<file path="config.mk">
export PLATFORM = sky130hd
export DESIGN_NAME = bht_init_sweep
export DESIGN_NICKNAME = d
export VERILOG_FILES = /design/src/logic/bht_pkg.sv /design/src/logic/bht_init_sweep.sv
export VERILOG_INCLUDE_DIRS = /design/src /design/src/logic
export SDC_FILE = /design/constraint.sdc
export NUM_CORES = 1
export LEC_CHECK = 0
export ABC_AREA = 1
export BUFFER_PORTS_ARGS = -buffer_cell sky130_fd_sc_hd__clkbuf_2
export CAP_MARGIN = 10
export CELL_PAD_IN_SITES_DETAIL_PLACEMENT = 0
export CELL_PAD_IN_SITES_GLOBAL_PLACEMENT = 1
export CORE_AREA = 3 3 40 42
export DETAILED_ROUTE_END_ITERATION = 12
export DIE_AREA = 0 0 43 45
export PLACE_DENSITY = 0.83
export SYNTH_ARGS = -nofsm -noshare
export SYNTH_HDL_FRONTEND = slang
export SYNTH_SLANG_ARGS = --single-unit
</file>
<file path="constraint.sdc">
create_clock -name nclk -period 2.8 [get_ports nclk]
set_input_delay 0.42 -clock nclk [delete_from_list [all_inputs] [get_ports nclk]]
set_output_delay 0.42 -clock nclk [all_outputs]
set_load 0.01 [all_outputs]
</file>
<file path="src/logic/bht_settings.svh">
// ----------------------------
// sizes and init mask for the branch history table
// include wherever the macros are needed
// ----------------------------
`ifndef BHT_SETTINGS_SVH
`define BHT_SETTINGS_SVH

// entry shape
`define BHT_LANES 4
`define BHT_CNT_W 2
`define BHT_ADDR_W 10

// array shape
`define BHT_ROW_ADDR_W 9
`define BHT_ROW_W 16

// cleared counter reads back as this value
`define BHT_INIT_MASK 2'b01

`endif

</file>
<file path="src/logic/bht_pkg.sv">
// ----------------------------
// shared types for the branch history table
// ----------------------------
`include "bht_settings.svh"

package bht_pkg;

   typedef logic [`BHT_CNT_W-1:0] bht_cnt_t;
   typedef bht_cnt_t [`BHT_LANES-1:0] bht_entry_t;
   typedef logic [`BHT_ROW_ADDR_W-1:0] bht_row_t;

   // lane update request
   typedef struct packed {
      logic [`BHT_LANES-1:0]  w_act;
      logic [`BHT_ADDR_W-1:0] w_addr;
      bht_cnt_t               data_in;
   } bht_wr_req_t;

   typedef struct packed {
      logic                   r_act;
      logic [`BHT_ADDR_W-1:0] r_addr;
   } bht_rd_req_t;

   // array write port, sel is per bit
   typedef struct packed {
      logic                  en;
      bht_row_t              addr;
      logic [`BHT_ROW_W-1:0] sel;
      logic [`BHT_ROW_W-1:0] data;
   } bht_ary_wr_t;

endpackage

</file>
<file path="src/logic/bht_init_sweep.sv">
// ----------------------------
// row counter for the init sweep
// advances while init_reset is held
// ----------------------------
`timescale 1ns/1ps

module bht_init_sweep
   import bht_pkg::*;
(
   input  logic     nclk,
   input  logic     reset,
   input  logic     init_reset,
   output bht_row_t sweep_row
);

   // wraps after the last row, no restart when init drops
   always_ff @(posedge nclk) begin
      if (reset) begin
         sweep_row <= '0;
      end else if (init_reset) begin
         sweep_row <= sweep_row + 1'b1;
      end
   end

   // counter frozen outside init
   a_sweep_hold: assert property (
      @(posedge nclk) disable iff (reset)
      !init_reset |=> $stable(sweep_row)
   ) else $error("sweep row moved while init was low");

endmodule

</file>
==> metrics <==
Worst-Margin Slew 200.3 ps; CTS H-tree depth 1; Vias/cell 4.506; DR WL/cell 9.303 um; Top Registers sweep_row (9); final hold viol count 0; post-CTS setup buffer count 0; Final setup viols 0; gr usage total 0.1018; clock period minus worst slack 1259 ps; Biggest register sweep_row; Area Growth Syn to Fin 22.92%; CTS buffer count 3; vias in the first global route 335; GRT overflow 0; WL final 828 um; DIE AREA 1935 um2; Synth Area per Inst 7.401 um2; Filler cells 146; Lkg Pwr 0.2582 nW; GP Congestion 0.6724; # clock sinks 9; Power Density 472.4 nW/um2; area leader, netlist dfxtp_1; drt first-iter violations 3; CTS Buffer Depth 2; Unique masters post-synth 14; Rel. slew slack 0.8663; pin count of the biggest net entering global routing 8; share of layout cells above drive strength 1 0.2703; crit path max-delay cell type dfxtp_1; CP max FO 5; ranking of synthesized cells by area dfxtp_1, nand2_1, inv_1; number of diodes 0; setup_tns 0 ps; CP Buf/Inv Count 1; fmax 0.7945 GHz; IO Port Bufs 11; Place WS 1663 ps; maxcap violations 0; CP Class flip-flop to output pin; final worst setup slack 1541 ps; Peak VDD IR 197.1 uV; Site Rows 13; Post-DP HPWL 613.1 um; crit-path cells clkbuf_2; synth warn 0; Antenna Violating Nets Remaining 0; num ports 12; Root Driver clkbuf_4; CTS tree yes; final period utilization 0.4495; CP arrival 840 ps; Post-CTS Hold Buffers 0; post-route clock skew 2.825 ps; first-pass GRT wire length 1.421 mm; delay of the slowest critical-path stage 410 ps; Clk pin slew, worst setup/hold paths 60 ps; CTS resizes 0; nets 79; core area 1285 um2; #FFs+latches synth 9; crit-path leading delay family flip-flops; max-slew violation count 0; chip height 45 um; number of flip-flops in the largest register 9; design area 536.8 um2; DRC 0; starting density of the core 0.3398; Critical Path Start Type flip-flop; initial antenna violation count 0; status finished clean; Post-Syn Area 436.7 um2; Synth Net Count 63; total number of vias 401; unrepaired setup endpoints after global routing false; Pre-antenna DRT Iters 3; share of the synthesized area in the top cell type 0.4126; Fin Hold WS 348.1 ps; Worst Path Required 2380 ps; post-placement cell area 510.5 um2; post-synthesis cell count 59; Clk Latency, worst-skew pair 260 ps; Die Wd 43 um; Worst setup EP type output pin; Min-Delay Path Class input pin to flip-flop; sequential area share after synthesis 0.4126
## cell type report
class,instances,area (um2),share of cell area
clock buffers,4,26.28,0.04895
well taps,15,18.77,0.03497
repair buffers,11,55.05,0.1026
flip-flops and latches,9,180.2,0.3357
inverters,11,41.29,0.07692
multi-input cells,39,215.2,0.4009
## per-stage QoR
stage,instances,power (mW),util
after CTS,89,0.2575,0.4177
after detailed placement,85,0.1538,0.3973
final,89,0.2535,0.4177
after global placement,85,0.1536,0.3973
after global routing,89,0.2676,0.4177
after floorplan,59,0.1465,-
## synth_stat cells
| master | instances |
|---|---|
| nor2_4 | 2 |
| o21a_1 | 1 |
| nand2_2 | 2 |
| ha_1 | 1 |
| xnor2_1 | 1 |
| inv_1 | 11 |
| nand3_2 | 2 |
| dfxtp_1 | 9 |
| nor2_1 | 5 |
| o21ai_0 | 3 |
| nand3_1 | 2 |
| a21oi_1 | 6 |
| nand4_1 | 2 |
| nand2_1 | 12 |
## kinds of logic after synthesis
logic type | count (synthesis) | share of synthesized area
buffers and inverters | 11 | 0.09456
adder cells (fa/ha/maj) | 1 | 0.02865
AND/OR/NAND/NOR | 27 | 0.3238
XOR/XNOR | 1 | 0.02006
flip-flops | 9 | 0.4126
AO/OA/AOI/OAI | 10 | 0.1203
## cells in the final DEF, fill, tap and decap left out, drive strengths merged, types with 2 or more instances in the layout
cell type   n
nor2        7
nand4       2
nand3       4
dfxtp       9
o21ai       3
nand2      14
a21oi       6
inv        11
clkbuf     15
## per-layer routing
| metal | part of all wire | GRT usage | routed length (um) |
|---|---|---|---|
| met1 | 0.45 | 0.1238 | 376 |
| met2 | 0.44 | 0.1407 | 366 |
| met3 | 0.072 | 0.04781 | 60 |
| met4 | 0.028 | 0.07229 | 23 |
| met5 | 0 | 0 | 0 |
## report_power, final
group          leakage [nW]  total [mW]  switching (mW)  internal [mW]
registers            0.0730       0.134         0.00323          0.131
clock network        0.0150       0.103          0.0477         0.0551
logic                 0.170      0.0167          0.0100        0.00669
## worst paths after layout
check                           cells after the start         start  slack (ps)            to
worst max register to register                      7  sweep_row[0]        1650  sweep_row[8]
worst max-delay path                                1  sweep_row[0]        1540  sweep_row[0]
worst min-delay path                                2         reset         350  sweep_row[3]
worst min register to register                      2  sweep_row[2]         500  sweep_row[2]
Note: power is estimated with default switching activity, not from simulation.
