### src/logic/bht_settings.svh
// ----------------------------
// sizes and init mask for the branch history table
// include wherever the macros are needed
// ----------------------------
`ifndef BHT_SETTINGS_SVH
`define BHT_SETTINGS_SVH

// entry shape
`define BHT_LANES 4
`define BHT_CNT_W 2
`define BHT_ADDR_W 10

// array shape
`define BHT_ROW_ADDR_W 9
`define BHT_ROW_W 16

// cleared counter reads back as this value
`define BHT_INIT_MASK 2'b01

`endif

### src/logic/bht_pkg.sv
// ----------------------------
// shared types for the branch history table
// ----------------------------
`include "bht_settings.svh"

package bht_pkg;

   typedef logic [`BHT_CNT_W-1:0] bht_cnt_t;
   typedef bht_cnt_t [`BHT_LANES-1:0] bht_entry_t;
   typedef logic [`BHT_ROW_ADDR_W-1:0] bht_row_t;

   // lane update request
   typedef struct packed {
      logic [`BHT_LANES-1:0]  w_act;
      logic [`BHT_ADDR_W-1:0] w_addr;
      bht_cnt_t               data_in;
   } bht_wr_req_t;

   typedef struct packed {
      logic                   r_act;
      logic [`BHT_ADDR_W-1:0] r_addr;
   } bht_rd_req_t;

   // array write port, sel is per bit
   typedef struct packed {
      logic                  en;
      bht_row_t              addr;
      logic [`BHT_ROW_W-1:0] sel;
      logic [`BHT_ROW_W-1:0] data;
   } bht_ary_wr_t;

endpackage

### src/logic/bht_write_arb.sv
// ----------------------------
// array write port arbiter, init sweep over lane update
// drops updates that hit the row being read
// ----------------------------
`timescale 1ns/1ps
`include "bht_settings.svh"

module bht_write_arb
   import bht_pkg::*;
(
   input  logic        init_reset,
   input  bht_row_t    sweep_row,
   input  bht_wr_req_t wr,
   input  bht_rd_req_t rd,
   output bht_ary_wr_t ary_wr
);

   localparam int HALF_W = `BHT_LANES * `BHT_CNT_W;
   localparam int HALVES = `BHT_ROW_W / HALF_W;

   logic                  upd_any;
   logic                  row_clash;
   logic                  upd_en;
   logic [`BHT_ROW_W-1:0] upd_sel;
   bht_cnt_t              stored;

   assign upd_any   = |wr.w_act;
   assign row_clash = rd.r_act &&
                      (rd.r_addr[`BHT_ADDR_W-1:1] == wr.w_addr[`BHT_ADDR_W-1:1]);
   assign upd_en    = upd_any && !row_clash;
   assign stored    = wr.data_in ^ `BHT_INIT_MASK;

   // lane enables fanned out into the half picked by addr bit 0
   always_comb begin
      upd_sel = '0;
      for (int h = 0; h < HALVES; h++) begin
         for (int l = 0; l < `BHT_LANES; l++) begin
            if (int'(wr.w_addr[0]) == h) begin
               upd_sel[h*HALF_W + l*`BHT_CNT_W +: `BHT_CNT_W] = {`BHT_CNT_W{wr.w_act[l]}};
            end
         end
      end
   end

   always_comb begin
      if (init_reset) begin
         ary_wr.en   = 1'b1;
         ary_wr.addr = sweep_row;
         ary_wr.sel  = '1;
         ary_wr.data = '0;
      end else begin
         ary_wr.en   = upd_en;
         ary_wr.addr = wr.w_addr[`BHT_ADDR_W-1:1];
         ary_wr.sel  = upd_sel;
         ary_wr.data = {(`BHT_ROW_W / `BHT_CNT_W){stored}};
      end
   end

   always_comb begin
      if (!init_reset && ary_wr.en && rd.r_act) begin
         assert (ary_wr.addr != rd.r_addr[`BHT_ADDR_W-1:1])
            else $error("update granted on the row under read");
      end
   end

endmodule

### config.mk
export PLATFORM = sky130hd
export DESIGN_NAME = bht_write_arb
export DESIGN_NICKNAME = d
export VERILOG_FILES = /design/src/logic/bht_pkg.sv /design/src/logic/bht_write_arb.sv
export VERILOG_INCLUDE_DIRS = /design/src /design/src/logic
export SDC_FILE = /design/constraint.sdc
export NUM_CORES = 1
export LEC_CHECK = 0
export BUFFER_PORTS_ARGS = -buffer_cell sky130_fd_sc_hd__buf_2
export CAP_MARGIN = 20
export CORE_MARGIN = 1.5
export CORE_UTILIZATION = 31
export DETAILED_ROUTE_END_ITERATION = 8
export PLACE_DENSITY_LB_ADDON = 0.05
export RECOVER_POWER = 25
export SYNTH_ARGS = -nofsm -noshare
export SYNTH_HDL_FRONTEND = slang
export SYNTH_SLANG_ARGS = --single-unit
export TNS_END_PERCENT = 20
### constraint.sdc
create_clock -name vclk -period 1.7
set_input_delay 0.34 -clock vclk [all_inputs]
set_output_delay 0.34 -clock vclk [all_outputs]
set_load 0.02 [all_outputs]
==> impl_metrics.ini <==
[outcome]
status = completed

[yosys]
syn_inst = 59
avgSynthCellArea_um2 = 7.95
synth_warnings = 0
synth_fp_nets = 96
syn-cell-area_um2 = 469
yosysSeqAreaShare_pct = 0
ys_types = 15

[floorplanning]
initial_core_util_pct = 34.8
die_y_um = 41.9
coreArea_um2 = 1350
dieArea_um2 = 1760
rows = 13
ios = 79
die_w_um = 41.9

[critical_path]
cp-end-kind = output pin
crit_chain = buf_2, or4_1, nor2_1, a21oi_1, buf_2
crit_type = in -> out
crit_top_cell = buf_2
cp.required_ns = 1.36
slowest_stage = or4_1
crit_fanout = 3
max_stage_delay_ns = 0.51
cp_data_arrival_time_ns = 1.28
start_kind = primary input

[timing]
rsz0062_at_grt = false
layout_min_cycle_time_ns = 1.62
finalSetupViolCount = 0
timing.hold.ws_ns = 1.00
hold_viol_final = 0
finalCritPeriodShare_pct = 95.2
tightest_slew_ns = 0.385
drv_slew = 0
relSlewSlack_pct = 74.3
max_freq_ghz = 0.618
final.setup.tns_ns = 0

[flow_run]
maxCapViolCount = 0

[detailed_routing]
drcViolationCount = 0
wl_per_cell_um = 9.66
vias = 577
wl_um = 1240
vias_per_cell = 4.51
antenna_left = 0
drt_iter0_markers = 1
first_pass_iters = 4

[layout]
final_common_cell = buf_2
final_area_um2 = 692
final_cells = 128
seq_area_um2 = 0
antennaDiodeCount = 0
n_fill_cell = 158
drive_above_1_share_pct = 70.8
area_delta_synth_final_pct = 47.5
final_util_pct = 51.3
nNetsFinal = 152
num-clock-buffers = 0
final_cell_mix = 69 x buf_2, 9 x mux2_2, 9 x clkbuf_1
seq_cell_count = 0

[grt]
grt_usage_pct = 13.5
grt_pass1_vias = 483
grt_overflow = 0
grt_pass1_wl_um = 2010
grt_max_degree = 22
antenna_found_initial = 0

[placement]
place_inst = 128
globalplace.congestion = 0.655
dpl_cell_area_um2 = 703
io_buffer_count = 78

[power_and_ir_drop]
p_per_area_nw_per_um2 = 358
p_leak_nw = 0.416
ir_drop_v = 0.000145

[hold_path]
hp-class = in -> out
hold-path-cell-count = 3

[cts]
cts_hold_buf = 0
post-cts-setup-buffers = 0
cts_resized = 0
-- final timing paths --
| path | start | end | slack [ns] |
|---|---|---|---|
| setup / recovery | wr[15] | ary_wr[41] | 0.08 |
| hold / removal | wr[0] | ary_wr[10] | 1.0 |
-- per-stage QoR --
step	total power [mW]	setup WS [ns]
CTS	0.255	0.0756
global route	0.268	0.00779
finish	0.247	0.0816
floorplan	0.188	0.0448
detailed placement	0.254	0.0771
global placement	0.252	0.0831
-- worst max-delay path, delay by kind of cell --
family / cells / cell delay [ns]
and+or+nand+nor: 2 / 0.62
buffers and inverters: 2 / 0.28
AOI/OAI and AO/OA: 1 / 0.05
-- cell usage after synthesis, drive strengths merged --
cell,n,area [µm²]
buf,24,175
mux2,9,101
a21o,8,62.6
xor2,5,43.8
xnor2,4,35.0
nor2,2,7.51
a21oi,1,5.00
inv,1,3.75
nand4,1,6.26
nor2b,1,6.26
nor4,1,6.26
nor4b,1,8.76
or4,1,7.51
-- power by group --
group | switching, mW | internal, mW
logic | 0.145 | 0.102
registers | 0 | 0
clock network | 0 | 0
total | 0.145 | 0.102
-- cell type report --
type / instances / area, µm² / area share, %
timing repair buffer: 78 / 379 / 54.8
multi-input combinational: 34 / 290 / 42.0
tap: 15 / 18.8 / 2.71
inverter: 1 / 3.75 / 0.542
-- logic make-up (layout without fill, tap and decap cells) --
| logic type | after synthesis | after routing | synth area share [%] |
|---|---|---|---|
| XOR/XNOR | 9 | 9 | 16.8 |
| multiplexers | 9 | 9 | 21.6 |
| AND/OR/NAND/NOR | 7 | 7 | 9.07 |
| buffers and inverters | 25 | 79 | 38.1 |
| AO/OA/AOI/OAI | 9 | 9 | 14.4 |
-- metal layers --
metal / vias up / global-route usage, % / wire, µm
met1: 246 / 15.6 / 428
met4: 0 / 0 / 0
met2: 42 / 28.4 / 673
met3: 0 / 0 / 135
met5: - / 0 / 0
li1: 289 / - / -
Note: power is estimated with default switching activity, not from simulation.
