[src/logic/bht_settings.svh]
// ----------------------------
// sizes and init mask for the branch history table
// include wherever the macros are needed
// ----------------------------
`ifndef BHT_SETTINGS_SVH
`define BHT_SETTINGS_SVH

// entry shape
`define BHT_LANES 4
`define BHT_CNT_W 2
`define BHT_ADDR_W 10

// array shape
`define BHT_ROW_ADDR_W 9
`define BHT_ROW_W 16

// cleared counter reads back as this value
`define BHT_INIT_MASK 2'b01

`endif

[src/logic/bht_pkg.sv]
// ----------------------------
// shared types for the branch history table
// ----------------------------
`include "bht_settings.svh"

package bht_pkg;

   typedef logic [`BHT_CNT_W-1:0] bht_cnt_t;
   typedef bht_cnt_t [`BHT_LANES-1:0] bht_entry_t;
   typedef logic [`BHT_ROW_ADDR_W-1:0] bht_row_t;

   // lane update request
   typedef struct packed {
      logic [`BHT_LANES-1:0]  w_act;
      logic [`BHT_ADDR_W-1:0] w_addr;
      bht_cnt_t               data_in;
   } bht_wr_req_t;

   typedef struct packed {
      logic                   r_act;
      logic [`BHT_ADDR_W-1:0] r_addr;
   } bht_rd_req_t;

   // array write port, sel is per bit
   typedef struct packed {
      logic                  en;
      bht_row_t              addr;
      logic [`BHT_ROW_W-1:0] sel;
      logic [`BHT_ROW_W-1:0] data;
   } bht_ary_wr_t;

endpackage

[src/logic/bht_read_path.sv]
// ----------------------------
// read request regs, half select, unmask, write-through
// data_out loads two edges after the request is driven
// ----------------------------
`timescale 1ns/1ps
`include "bht_settings.svh"

module bht_read_path
   import bht_pkg::*;
(
   input  logic                  nclk,
   input  logic                  reset,
   input  bht_rd_req_t           rd,
   input  bht_wr_req_t           wr,
   output logic                  rd_en,
   output bht_row_t              rd_row,
   input  logic [`BHT_ROW_W-1:0] ary_rd_data,
   output bht_entry_t            data_out
);

   localparam int HALF_W = $bits(bht_entry_t);

   bht_rd_req_t rd_q;
   bht_wr_req_t wr_q;
   bht_entry_t  half_data;
   bht_entry_t  unmasked;
   bht_entry_t  data_out_d;
   logic        addr_match;

   assign rd_en  = rd.r_act;
   assign rd_row = rd.r_addr[`BHT_ADDR_W-1:1];

   // ------------------------------
   // request registers
   // ------------------------------
   always_ff @(posedge nclk) begin
      if (reset) begin
         rd_q <= '0;
         wr_q <= '0;
      end else begin
         rd_q.r_act <= rd.r_act;
         if (rd.r_act) begin
            rd_q.r_addr <= rd.r_addr;
         end
         wr_q.w_act <= wr.w_act;
         if (|wr.w_act) begin
            wr_q.w_addr  <= wr.w_addr;
            wr_q.data_in <= wr.data_in;
         end
      end
   end

   assign half_data = rd_q.r_addr[0] ? ary_rd_data[2*HALF_W-1:HALF_W]
                                     : ary_rd_data[HALF_W-1:0];
   assign unmasked  = half_data ^ {`BHT_LANES{`BHT_INIT_MASK}};

   // write of the same entry in the read cycle was dropped by the array
   assign addr_match = rd_q.r_act && (wr_q.w_addr == rd_q.r_addr);

   always_comb begin
      for (int l = 0; l < `BHT_LANES; l++) begin
         data_out_d[l] = (addr_match && wr_q.w_act[l]) ? wr_q.data_in : unmasked[l];
      end
   end

   always_ff @(posedge nclk) begin
      if (reset) begin
         data_out <= '0;
      end else if (rd_q.r_act) begin
         data_out <= data_out_d;
      end
   end

   a_raddr_known: assert property (
      @(posedge nclk) disable iff (reset)
      rd.r_act |-> !$isunknown(rd.r_addr)
   ) else $error("read address unknown with r_act set");

endmodule

[config.mk]
export PLATFORM = sky130hd
export DESIGN_NAME = bht_read_path
export DESIGN_NICKNAME = d
export VERILOG_FILES = /design/src/logic/bht_pkg.sv /design/src/logic/bht_read_path.sv
export VERILOG_INCLUDE_DIRS = /design/src /design/src/logic
export SDC_FILE = /design/constraint.sdc
export NUM_CORES = 1
export LEC_CHECK = 0
export BUFFER_PORTS_ARGS = -buffer_cell sky130_fd_sc_hd__buf_2
export CAP_MARGIN = 10
export CORE_ASPECT_RATIO = 0.7
export CORE_MARGIN = 2
export CORE_UTILIZATION = 35
export CTS_BUF_LIST = sky130_fd_sc_hd__clkbuf_16
export CTS_CLUSTER_DIAMETER = 60
export DETAILED_ROUTE_END_ITERATION = 10
export PLACE_DENSITY = 0.57
export RECOVER_POWER = 100
export SYNTH_ARGS = -nofsm -noshare
export SYNTH_HDL_FRONTEND = slang
export SYNTH_SLANG_ARGS = --single-unit
[constraint.sdc]
create_clock -name nclk -period 3.1 [get_ports nclk]
set_clock_uncertainty 0.15 [all_clocks]
set_input_delay 0.465 -clock nclk [delete_from_list [all_inputs] [get_ports nclk]]
set_output_delay 0.465 -clock nclk [all_outputs]
set_load 0.02 [all_outputs]
==> results.md, run 1 <==
* Top cell family by delay on the critical path: buffers and inverters
* First-pass GRT wire length at 6670 um
* Final worst-path cycle share at 70.9%
* Worst Hold Class: primary input to register
* Die Area at 5430 sq um
* Crit path cell chain: clkbuf_1 > nand2b_1 > nor2_1 > nor4_1 > o21ai_0
* Seq/Total Area, Yosys at 41.3%
* Post_cts resized at 0
* Crit Path Class: primary input to register
* Vias/cell at 5.00
* Final Setup Violations at 0
* Routed vias at 1,494
* Post-CTS Setup Repair Bufs at 0
* Remaining Overflow, GRT at 0
* CTS root buf: clkbuf_16
* Largest net degree at the start of global routing at 34
* Ant. Diodes at 0
* Reg2reg setup slack at 990 ps
* CTS Hold Bufs at 0
* Cell Int Power at 0.000842 W
* Global placement routability congestion at 0.807
* Ys async rst share at 0%
* DP Worst Slack at 1080 ps
* Max incr delay on CP at 1000 ps
* Cells after Synth at 189
* Max_cap viols at 0
* CP Max Fanout at 33
* # H-tree levels at 2
* Routed Antenna Nets at 0
* Cell depth of the worst setup path at 5
* TritonRoute pass-1 iters at 4
* Worst vdd ir at 0.000243 V
* Status: finished, final reports clean
* Synth Area in XOR/XNOR at 6.93%
* GRT Total Usage at 16.3%
* Critical path data required time at 3110 ps
* Core area at 4730 sq um
* Post-synthesis compound-gate area fraction at 10.6%
* HPWL Detailed at 2950 um
* Relative slew slack at 5.46%
* RSZ-0062 raised after global routing: no
* Synthesized-area fraction occupied by and/or/nand/nor cells at 26.4%
* Gate power share at 14.8%
* Final #Nets at 286
* Worst Slack Setup Final at 902 ps
* CP startpoint kind: primary input
* Synth area leaders: dfxtp_1 41%, mux2i_1 8.3%, nand2_1 6.2%
* Worst Path Arrival at 2210 ps
* Clock Path Buffers at 2
* Fmax achieved at 455 MHz
* CP bufs+invs at 1
* Die W at 87.2 um
* Leak Pwr at 0.846 nW
* Mean post-synth cell area at 8.98 sq um
* Fraction of layout cells with a size suffix above 1 at 24.0%
* Min cycle time layout at 2200 ps
* Area growth, synth to finish at 23.5%
* Die Height at 62.3 um
* WL/cell at 13.3 um
* Hold Violations, Final at 0
* TNS Setup at 0 ps
* Num rows at 21
* Clock share of power at 41.6%
* Final Max Tran Viols at 0
* Initial Utilization at 35.9%
* Top Ports at 63
* Vias in the first global route at 1,348
* Initial antenna violation count at 0
* CTS tree: yes
* WHS Path Cells at 3
* CP Capture Type: register
* Total Wirelength at 3970 um
* Later-pin clock latency in the skew report at 280 ps
* Primary FF master, synth: dfxtp_1
* Leading area contributor after synthesis: dfxtp_1
* Clk slew on worst S/H paths at 50 ps
* Adder-Cell Fraction of Synth Area at 0%
* Multiplexer area fraction after synthesis at 8.26%
* Count leader, synth: dfxtp_1
* EDFF count, synth at 0
* Top post-synthesis cells by count: 35 x dfxtp_1, 28 x nand2_1, 16 x nor2_1
* Yosys cell types at 27
* Largest family of logic cells by synthesized area: simple AND/OR/NAND/NOR gates
* CTS Buf Count at 5
* Seq pwr share at 43.6%
* Warnings from Yosys at 0
* #FFs+latches synth at 35
* Slew @ Worst Pin at 1420 ps
* DRT iter0 DRCs at 72
* Top-area cell type share of the netlist area at 41.3%
* Synth Cell Area at 1700 sq um
* P_sw at 0.000307 W
* Syn_nets at 234
* Num Clock Sinks at 35
* PD cells at 549 nW/um^2
* Port buffer count at 62
* R2r worst-path depth at 4
* DRC viols at 0
* Worst path slowest cell: clkbuf_1
* Net Sw Frac at 26.7%
[power by group through the flow]
stage | clock [W] | sequential, W | combinational (W)
3_3_place_gp | 0 | 0.000510 | 0.000175
3_5_place_dp | 0 | 0.000511 | 0.000175
5_1_grt | 0.000514 | 0.000505 | 0.000191
4_1_cts | 0.000492 | 0.000501 | 0.000176
2_1_floorplan | 0 | 0.000511 | 0.000117
6_report | 0.000478 | 0.000501 | 0.000170
[state kept, by name (all words and copies together) (netlist names)]
signal	cells
wr_q	16
rd_q	11
data_out	8
[tightest hold or removal path, stage by stage]
cell	delay [ps]
buf_2	100
nand2_1	50
a21oi_1	50
[per-layer routing]
layer	share of wire (%)	routed length [um]	vias up	track usage, %
li1	-	-	774	-
met1	52	2070	659	24.0
met2	39	1550	56	21.5
met3	8.0	317	5	6.38
met4	0.96	38	0	5.19
met5	0	0	-	0
[placed cells by master (no fill, tap or decap), types with 3 or more instances in the layout]
master,n
a21oi_1,12
a31oi_1,3
and4_1,4
buf_2,43
clkbuf_1,19
clkbuf_16,5
clkinv_2,3
dfxtp_1,35
mux2i_1,14
nand2_1,28
nand2b_1,5
nand4_1,8
nor2_1,16
nor2b_1,5
nor4_1,9
nor4b_1,3
o211ai_1,3
o21ai_0,4
o32a_1,4
xnor2_1,7
xnor2_2,3
[logic make-up (layout without fill, tap and decap cells)]
kind of cell | after synthesis | after routing
and+or+nand+nor | 83 | 83
AOI/OAI and AO/OA | 28 | 28
buffers and inverters | 19 | 72
xor gates and xnor gates | 10 | 10
DFF | 35 | 35
muxes | 14 | 14
[stage by stage]
| stage | util [%] | area [sq um] | total power [W] | cells | hold WS (ps) |
|---|---|---|---|---|---|
| 3_5_place_dp | 42.0 | 1990 | 0.000686 | 291 | 293 |
| 2_1_floorplan | - | 1700 | 0.000628 | 189 | 277 |
| 6_report | 44.3 | 2090 | 0.00115 | 299 | 277 |
| 5_1_grt | 44.3 | 2090 | 0.00121 | 299 | 284 |
| 4_1_cts | 44.9 | 2130 | 0.00117 | 299 | 269 |
| 3_3_place_gp | 42.0 | 1990 | 0.000685 | 291 | 286 |
[final cells by class]
cell class	instances	area, sq um
fillers	488	2640
multi-input cells	135	885
flip-flops and latches	35	701
repair buffers	63	294
clock buffers	5	125
well taps	57	71.3
clock inverters	3	15.0
inverters	1	3.75
[worst paths after layout]
path | endpoint | startpoint
worst max-delay path | data_out[7] | reset
worst min-delay path | wr_q[11] | wr[11]
worst max register to register | data_out[5] | rd_q[0]
worst min register to register | wr_q[0] | wr_q[0]
(Power assumes the default switching activity.)
==> run 2: changes to the inputs <==
PLACE_DENSITY = 0.59   (was 0.57)
clock period = 1.9 ns   (was 3.1 ns; I/O delays follow)
==> run 2 against run 1 <==
  * Die area unchanged
  * Worst setup slack worse by 740 ps
  * Highest routed layer unchanged
  * Worst hold slack got worse by 180 ps
  * Clock-buffer cell count did not move
  * Via count is 2.0% higher
  * Largest power group unchanged
  * Clock power increased by 56%
  * Critical path depth fell by 1
  * Sequential cell count did not move
  * Utilization is 1.1 points higher
==> results.md, run 2 (synthesis results as in run 1) <==
* Status: finished, final reports clean
* Min cycle time layout at 1740 ps
* Vias/cell at 5.01 (+0.33%)
* Largest net degree at the start of global routing at 33 (-2.9%)
* Routed vias at 1,524 (+2.0%)
* Cell depth of the worst setup path at 4 (-1)
* Layout fillers at 491 (+0.61%)
* Crit Path Class: register to register
* Area growth, synth to finish at 26.4%
* HPWL Detailed at 3070 um (+4.3%)
* Die Area at 5430 sq um (unchanged)
* Final instance area at 2140 sq um (+2.4%)
* DRC viols at 0 (unchanged)
* Initial Utilization at 35.9% (unchanged)
* CTS tree: yes
* Worst r2r src: rd_q[0]
* Final worst-path cycle share at 91.8%
* Num rows at 21 (unchanged)
* CP bufs+invs at 0 (-1)
* Global placement routability congestion at 0.768 (-4.8%)
* RSZ-0062 raised after global routing: no
* Later-pin clock latency in the skew report at 270 ps (about the same)
* Critical path data required time at 1950 ps (-1160 ps)
* Clock Path Buffers at 2 (unchanged)
* Worst Hold Class: primary input to register
* Max reg flops at 16 (unchanged)
* Final Setup Violations at 0 (unchanged)
* CP Capture Type: register
* Top Ports at 63 (unchanged)
* Clk slew on worst S/H paths at 50 ps (about the same)
* Worst vdd ir at 0.000389 V (+60%)
* CTS Buf Count at 5 (unchanged)
* Top cell family by delay on the critical path: compound AO/OA/AOI/OAI gates
* Area after DPL at 2030 sq um (+2.3%)
* CP startpoint kind: register
* # H-tree levels at 2 (unchanged)
* First-pass GRT wire length at 6580 um (-1.2%)
* Commonest non-fill, non-tap cell in the layout: buf_2
* Multi-input logic area at 892 sq um (+0.85%)
* Sequential cell area at 701 sq um (unchanged)
* Ant. Diodes at 0 (unchanged)
* Crit path cell chain: xnor2_2 > nand4_1 > o32a_1 > o21ai_1
* CTS Hold Bufs at 0 (unchanged)
* Die Height at 62.3 um (unchanged)
* Vias in the first global route at 1,366 (+1.3%)
* Final Util at 45.3% (+1.1 points)
* Reg2reg setup slack at 160 ps (-830 ps)
* DP Worst Slack at 156 ps (-922 ps)
* Post_cts resized at 0 (unchanged)
* Hold_sp: wr[9]
* Fmax achieved at 574 MHz
* Die W at 87.2 um (unchanged)
* DRT iter0 DRCs at 45 (-38%)
* Relative slew slack at 45.8% (+40 points)
* Top Registers: wr_q: 16 flops, rd_q: 11 flops, data_out: 8 flops
* TritonRoute pass-1 iters at 4 (unchanged)
* Most frequent cells in the layout: 43 x buf_2, 35 x dfxtp_1, 28 x nand2_1
* Core area at 4730 sq um (unchanged)
* R2r worst-path depth at 4 (unchanged)
* CTS root buf: clkbuf_16
* Reg with most FFs: wr_q
* Initial antenna violation count at 0 (unchanged)
* Final #Nets at 293 (+2.4%)
* Worst Setup SP: rd_q[0]
* Remaining Overflow, GRT at 0 (unchanged)
* WL/cell at 13.3 um (+0.43%)
* WHS Path Cells at 3 (unchanged)
* Leak Pwr at 0.871 nW (+3.0%)
* Hold Violations, Final at 0 (unchanged)
* TNS Setup at 0 ps (unchanged)
* GRT Total Usage at 15.7% (-0.54 points)
* PD cells at 867 nW/um^2 (+58%)
* Max incr delay on CP at 430 ps (-570 ps)
* Num Clock Sinks at 35 (unchanged)
* Worst Path Arrival at 1800 ps (-410 ps)
* Max_cap viols at 0 (unchanged)
* Port buffer count at 62 (unchanged)
* Final Max Tran Viols at 0 (unchanged)
* Fraction of layout cells with a size suffix above 1 at 25.9% (+1.9 points)
* CP Max Fanout at 8 (-76%)
* Post-CTS Setup Repair Bufs at 0 (unchanged)
* Total Wirelength at 4060 um (+2.1%)
* Slew @ Worst Pin at 813 ps (-605 ps)
* Worst path slowest cell: o32a_1
* Routed Antenna Nets at 0 (unchanged)
* Worst Slack Setup Final at 157 ps (-745 ps)
-- run 2: metal layers --
metal	GRT usage, %	part of all wire, %
met5	0	0
met4	6.35	1.8
met3	4.26	7.2
met2	20.6	38
met1	24.0	53
-- run 2: area by class of cell --
type	count	area share (%)
sequential	35	32.7
clock inverter	1	0.350
inverter	1	0.175
tap	57	3.33
timing repair buffer	70	16.0
multi-input combinational	135	41.6
clock buffer	5	5.83
-- run 2: final timing paths --
kind                 endpoint
setup / recovery  data_out[5]
hold / removal        wr_q[9]
setup reg to reg  data_out[5]
hold reg to reg       wr_q[0]
-- run 2: worst min-delay path, delay by kind of cell --
kind	cells	cell delay, ps
buf+inv	1	90
compound gates	1	50
simple gates	1	40
-- run 2: where the power goes --
group          internal [W]  total [W]  switching, W
clock              0.000469   0.000745      0.000275
sequential         0.000780   0.000812     0.0000317
combinational      0.000132   0.000304      0.000172
-- run 2: stage by stage --
| step | hold WS (ps) | power (W) | std cells |
|---|---|---|---|
| final | 100 | 0.00186 | 304 |
| after global routing | 95.6 | 0.00194 | 304 |
| after CTS | 94.4 | 0.00189 | 303 |
| after detailed placement | 292 | 0.00114 | 297 |
| after global placement | 291 | 0.00113 | 297 |
| after floorplan | 207 | 0.00102 | 189 |
==> run 3: changes to the inputs <==
ABC_AREA = 1   (was unset)
==> run 3 against run 2 <==
  * Total power decreased by 1.4%
  * Clock power about the same
  * Via count increased by 1.8%
  * First-iteration DRC count rose by 24%
==> results.md, run 3 <==
* Status: finished, final reports clean
* Layout fillers at 541 (+10%)
* #FFs+latches synth at 35 (unchanged)
* Final #Nets at 331 (+13%)
* Ys async rst share at 0% (unchanged)
* Worst path slowest cell: dfxtp_1
* PD cells at 871 nW/um^2 (+0.44%)
* Final worst-path cycle share at 86.5% (-5.2 points)
* Vias/cell at 4.36 (-13%)
* Warnings from Yosys at 0 (unchanged)
* Largest net degree at the start of global routing at 36 (+9.1%)
* Yosys cell types at 21 (-22%)
* Worst Path Arrival at 1680 ps (-120 ps)
* Commonest non-fill, non-tap cell in the layout: nand2_1
* Top-area cell type share of the netlist area at 40.3% (-1.0 points)
* CTS root buf: clkbuf_16
* Most frequent cells in the layout: 45 x nand2_1, 42 x buf_2, 41 x nor2_1
* CP Max Fanout at 12 (+4)
* Global placement routability congestion at 0.746 (-2.8%)
* TritonRoute pass-1 iters at 4 (unchanged)
* HPWL Detailed at 3020 um (-1.8%)
* Max_cap viols at 0 (unchanged)
* Design Power at 0.00183 W (-1.4%)
* Syn_nets at 280 (+20%)
* CTS Hold Bufs at 0 (unchanged)
* # H-tree levels at 2 (unchanged)
* Die Area at 5560 sq um (+2.4%)
* WL/cell at 11.5 um (-14%)
* Ant. Diodes at 0 (unchanged)
* Slew @ Worst Pin at 739 ps (-73.5 ps)
* Top Registers: wr_q: 16 flops, rd_q: 11 flops, data_out: 8 flops
* Port buffer count at 62 (unchanged)
* Clk slew on worst S/H paths at 50 ps (about the same)
* TNS Setup at 0 ps (unchanged)
* Most Frequent Cell on Critical Path: nand3_1
* Fmax achieved at 608 MHz (+6.1%)
* RSZ-0062 raised after global routing: no
* Remaining Overflow, GRT at 0 (unchanged)
* Routed Antenna Nets at 0 (unchanged)
* CP Capture Type: register
* Initial antenna violation count at 0 (unchanged)
* DRT iter0 DRCs at 56 (+24%)
* Crit Path Class: register to register
* Seq/Total Area, Yosys at 40.3% (-1.0 points)
* Total Wirelength at 4100 um (+1.1%)
* Synth Cell Area at 1740 sq um (+2.6%)
* Die Height at 63 um (+1.2%)
* CTS Buf Count at 5 (unchanged)
* Leak Pwr at 0.942 nW (+8.2%)
* Num rows at 21 (unchanged)
* Die W at 88.3 um (+1.2%)
* Fraction of layout cells with a size suffix above 1 at 21.3% (-4.7 points)
* Leading area contributor after synthesis: dfxtp_1
* CP startpoint kind: register
* Primary FF master, synth: dfxtp_1
* Count leader, synth: nand2_1
* Initial Utilization at 36.4% (+0.52 points)
* Critical path data required time at 1940 ps (about the same)
* Cells after Synth at 235 (+24%)
* Synth area leaders: dfxtp_1 40%, nand2_1 9.7%, a211oi_1 9.1%
* Later-pin clock latency in the skew report at 270 ps (about the same)
* First-pass GRT wire length at 6930 um (+5.3%)
* Routed vias at 1,551 (+1.8%)
* EDFF count, synth at 0 (unchanged)
* Area growth, synth to finish at 21.0%
* Clock Path Buffers at 2 (unchanged)
* Vias in the first global route at 1,505 (+10%)
* Max incr delay on CP at 490 ps (+60 ps)
* Hold Violations, Final at 0 (unchanged)
* Min cycle time layout at 1640 ps (-99.5 ps)
* Worst vdd ir at 0.000336 V (-14%)
* Worst Hold Class: primary input to register
* DRC viols at 0 (unchanged)
* GRT Total Usage at 16.3% (+0.58 points)
* Final Setup Violations at 0 (unchanged)
* Reg2reg setup slack at 260 ps (+100 ps)
* Mean post-synth cell area at 7.41 sq um (-17%)
* CTS tree: yes
* Top Ports at 63 (unchanged)
* Crit path cell chain: inv_6 > nand2_2 > nand3_2 > nor2_4 > nand3_1 > nand2_1 > nand3_1 > a21oi_1
* Final Max Tran Viols at 0 (unchanged)
* Reg with most FFs: wr_q
* Relative slew slack at 50.7% (+4.9 points)
* Num Clock Sinks at 35 (unchanged)
* Core area at 4780 sq um (+1.1%)
* Top post-synthesis cells by count: 45 x nand2_1, 41 x nor2_1, 35 x dfxtp_1
* Max reg flops at 16 (unchanged)
run 3: cell families (layout without fill, tap and decap cells):
family / Yosys count / count (layout) / share of synthesized area, %
simple gates: 114 / 114 / 30.2
compound gates: 30 / 30 / 11.6
buf+inv: 52 / 104 / 15.6
mux: 4 / 4 / 2.30
flops: 35 / 35 / 40.3
run 3: timing repair:
item	CTS	global route
gates resized for setup	0	1
buffers inserted	0	0
endpoints found under the setup margin	0	5
run 3: worst max-delay path, delay by kind of cell (launching register included):
kind            cells  cell delay, ps
buf+inv             1              70
flops               1             490
simple gates        6             690
compound gates      1             160
run 3: area by class of cell:
class	count	area, sq um	share of cell area (%)
Clock inverter	3	11.3	0.535
Sequential cell	35	701	33.3
Tap cell	69	86.3	4.10
Inverter	30	120	5.70
Clock buffer	5	125	5.94
Multi-Input combinational cell	148	748	35.5
Timing Repair Buffer	66	314	14.9
run 3: layer usage:
layer / share of wire (%) / vias to the layer above / wire length (um) / GRT usage [%]
met2: 40 / 49 / 1640 / 22.7
met3: 6.5 / 2 / 265 / 5.55
met5: 0 / - / 0 / 0
li1: - / 847 / - / -
met4: 0.66 / 0 / 27 / 5.11
met1: 53 / 653 / 2160 / 23.5
run 3: path summary, 6_finish.rpt:
| kind | startpoint | end | cells past startpoint |
|---|---|---|---|
| worst max-delay path | rd_q[0] | data_out[1] | 8 |
| worst min-delay path | wr[15] | wr_q[15] | 3 |
| worst max register to register | rd_q[0] | data_out[1] | 8 |
| worst min register to register | data_out[3] | data_out[3] | 2 |
run 3: where the power goes:
part / switching [W] / leakage (nW) / internal [W] / total [W]
clock network: 0.000278 / 0.0701 / 0.000471 / 0.000748
logic: 0.000172 / 0.582 / 0.000107 / 0.000278
registers: 0.0000275 / 0.290 / 0.000781 / 0.000808
run 3: stage by stage:
| stage | cell area, sq um | std cells | util, % | setup slack, ps | hold slack, ps |
|---|---|---|---|---|---|
| after detailed placement | 2020 | 348 | 42.2 | 149 | 304 |
| after global routing | 2110 | 356 | 44.0 | 52.4 | 84.2 |
| after floorplan | 1740 | 235 | - | 494 | 242 |
| after global placement | 2020 | 348 | 42.2 | 176 | 302 |
| final | 2110 | 356 | 44.0 | 256 | 80.6 |
| after CTS | 2150 | 356 | 45.0 | 106 | 97.5 |
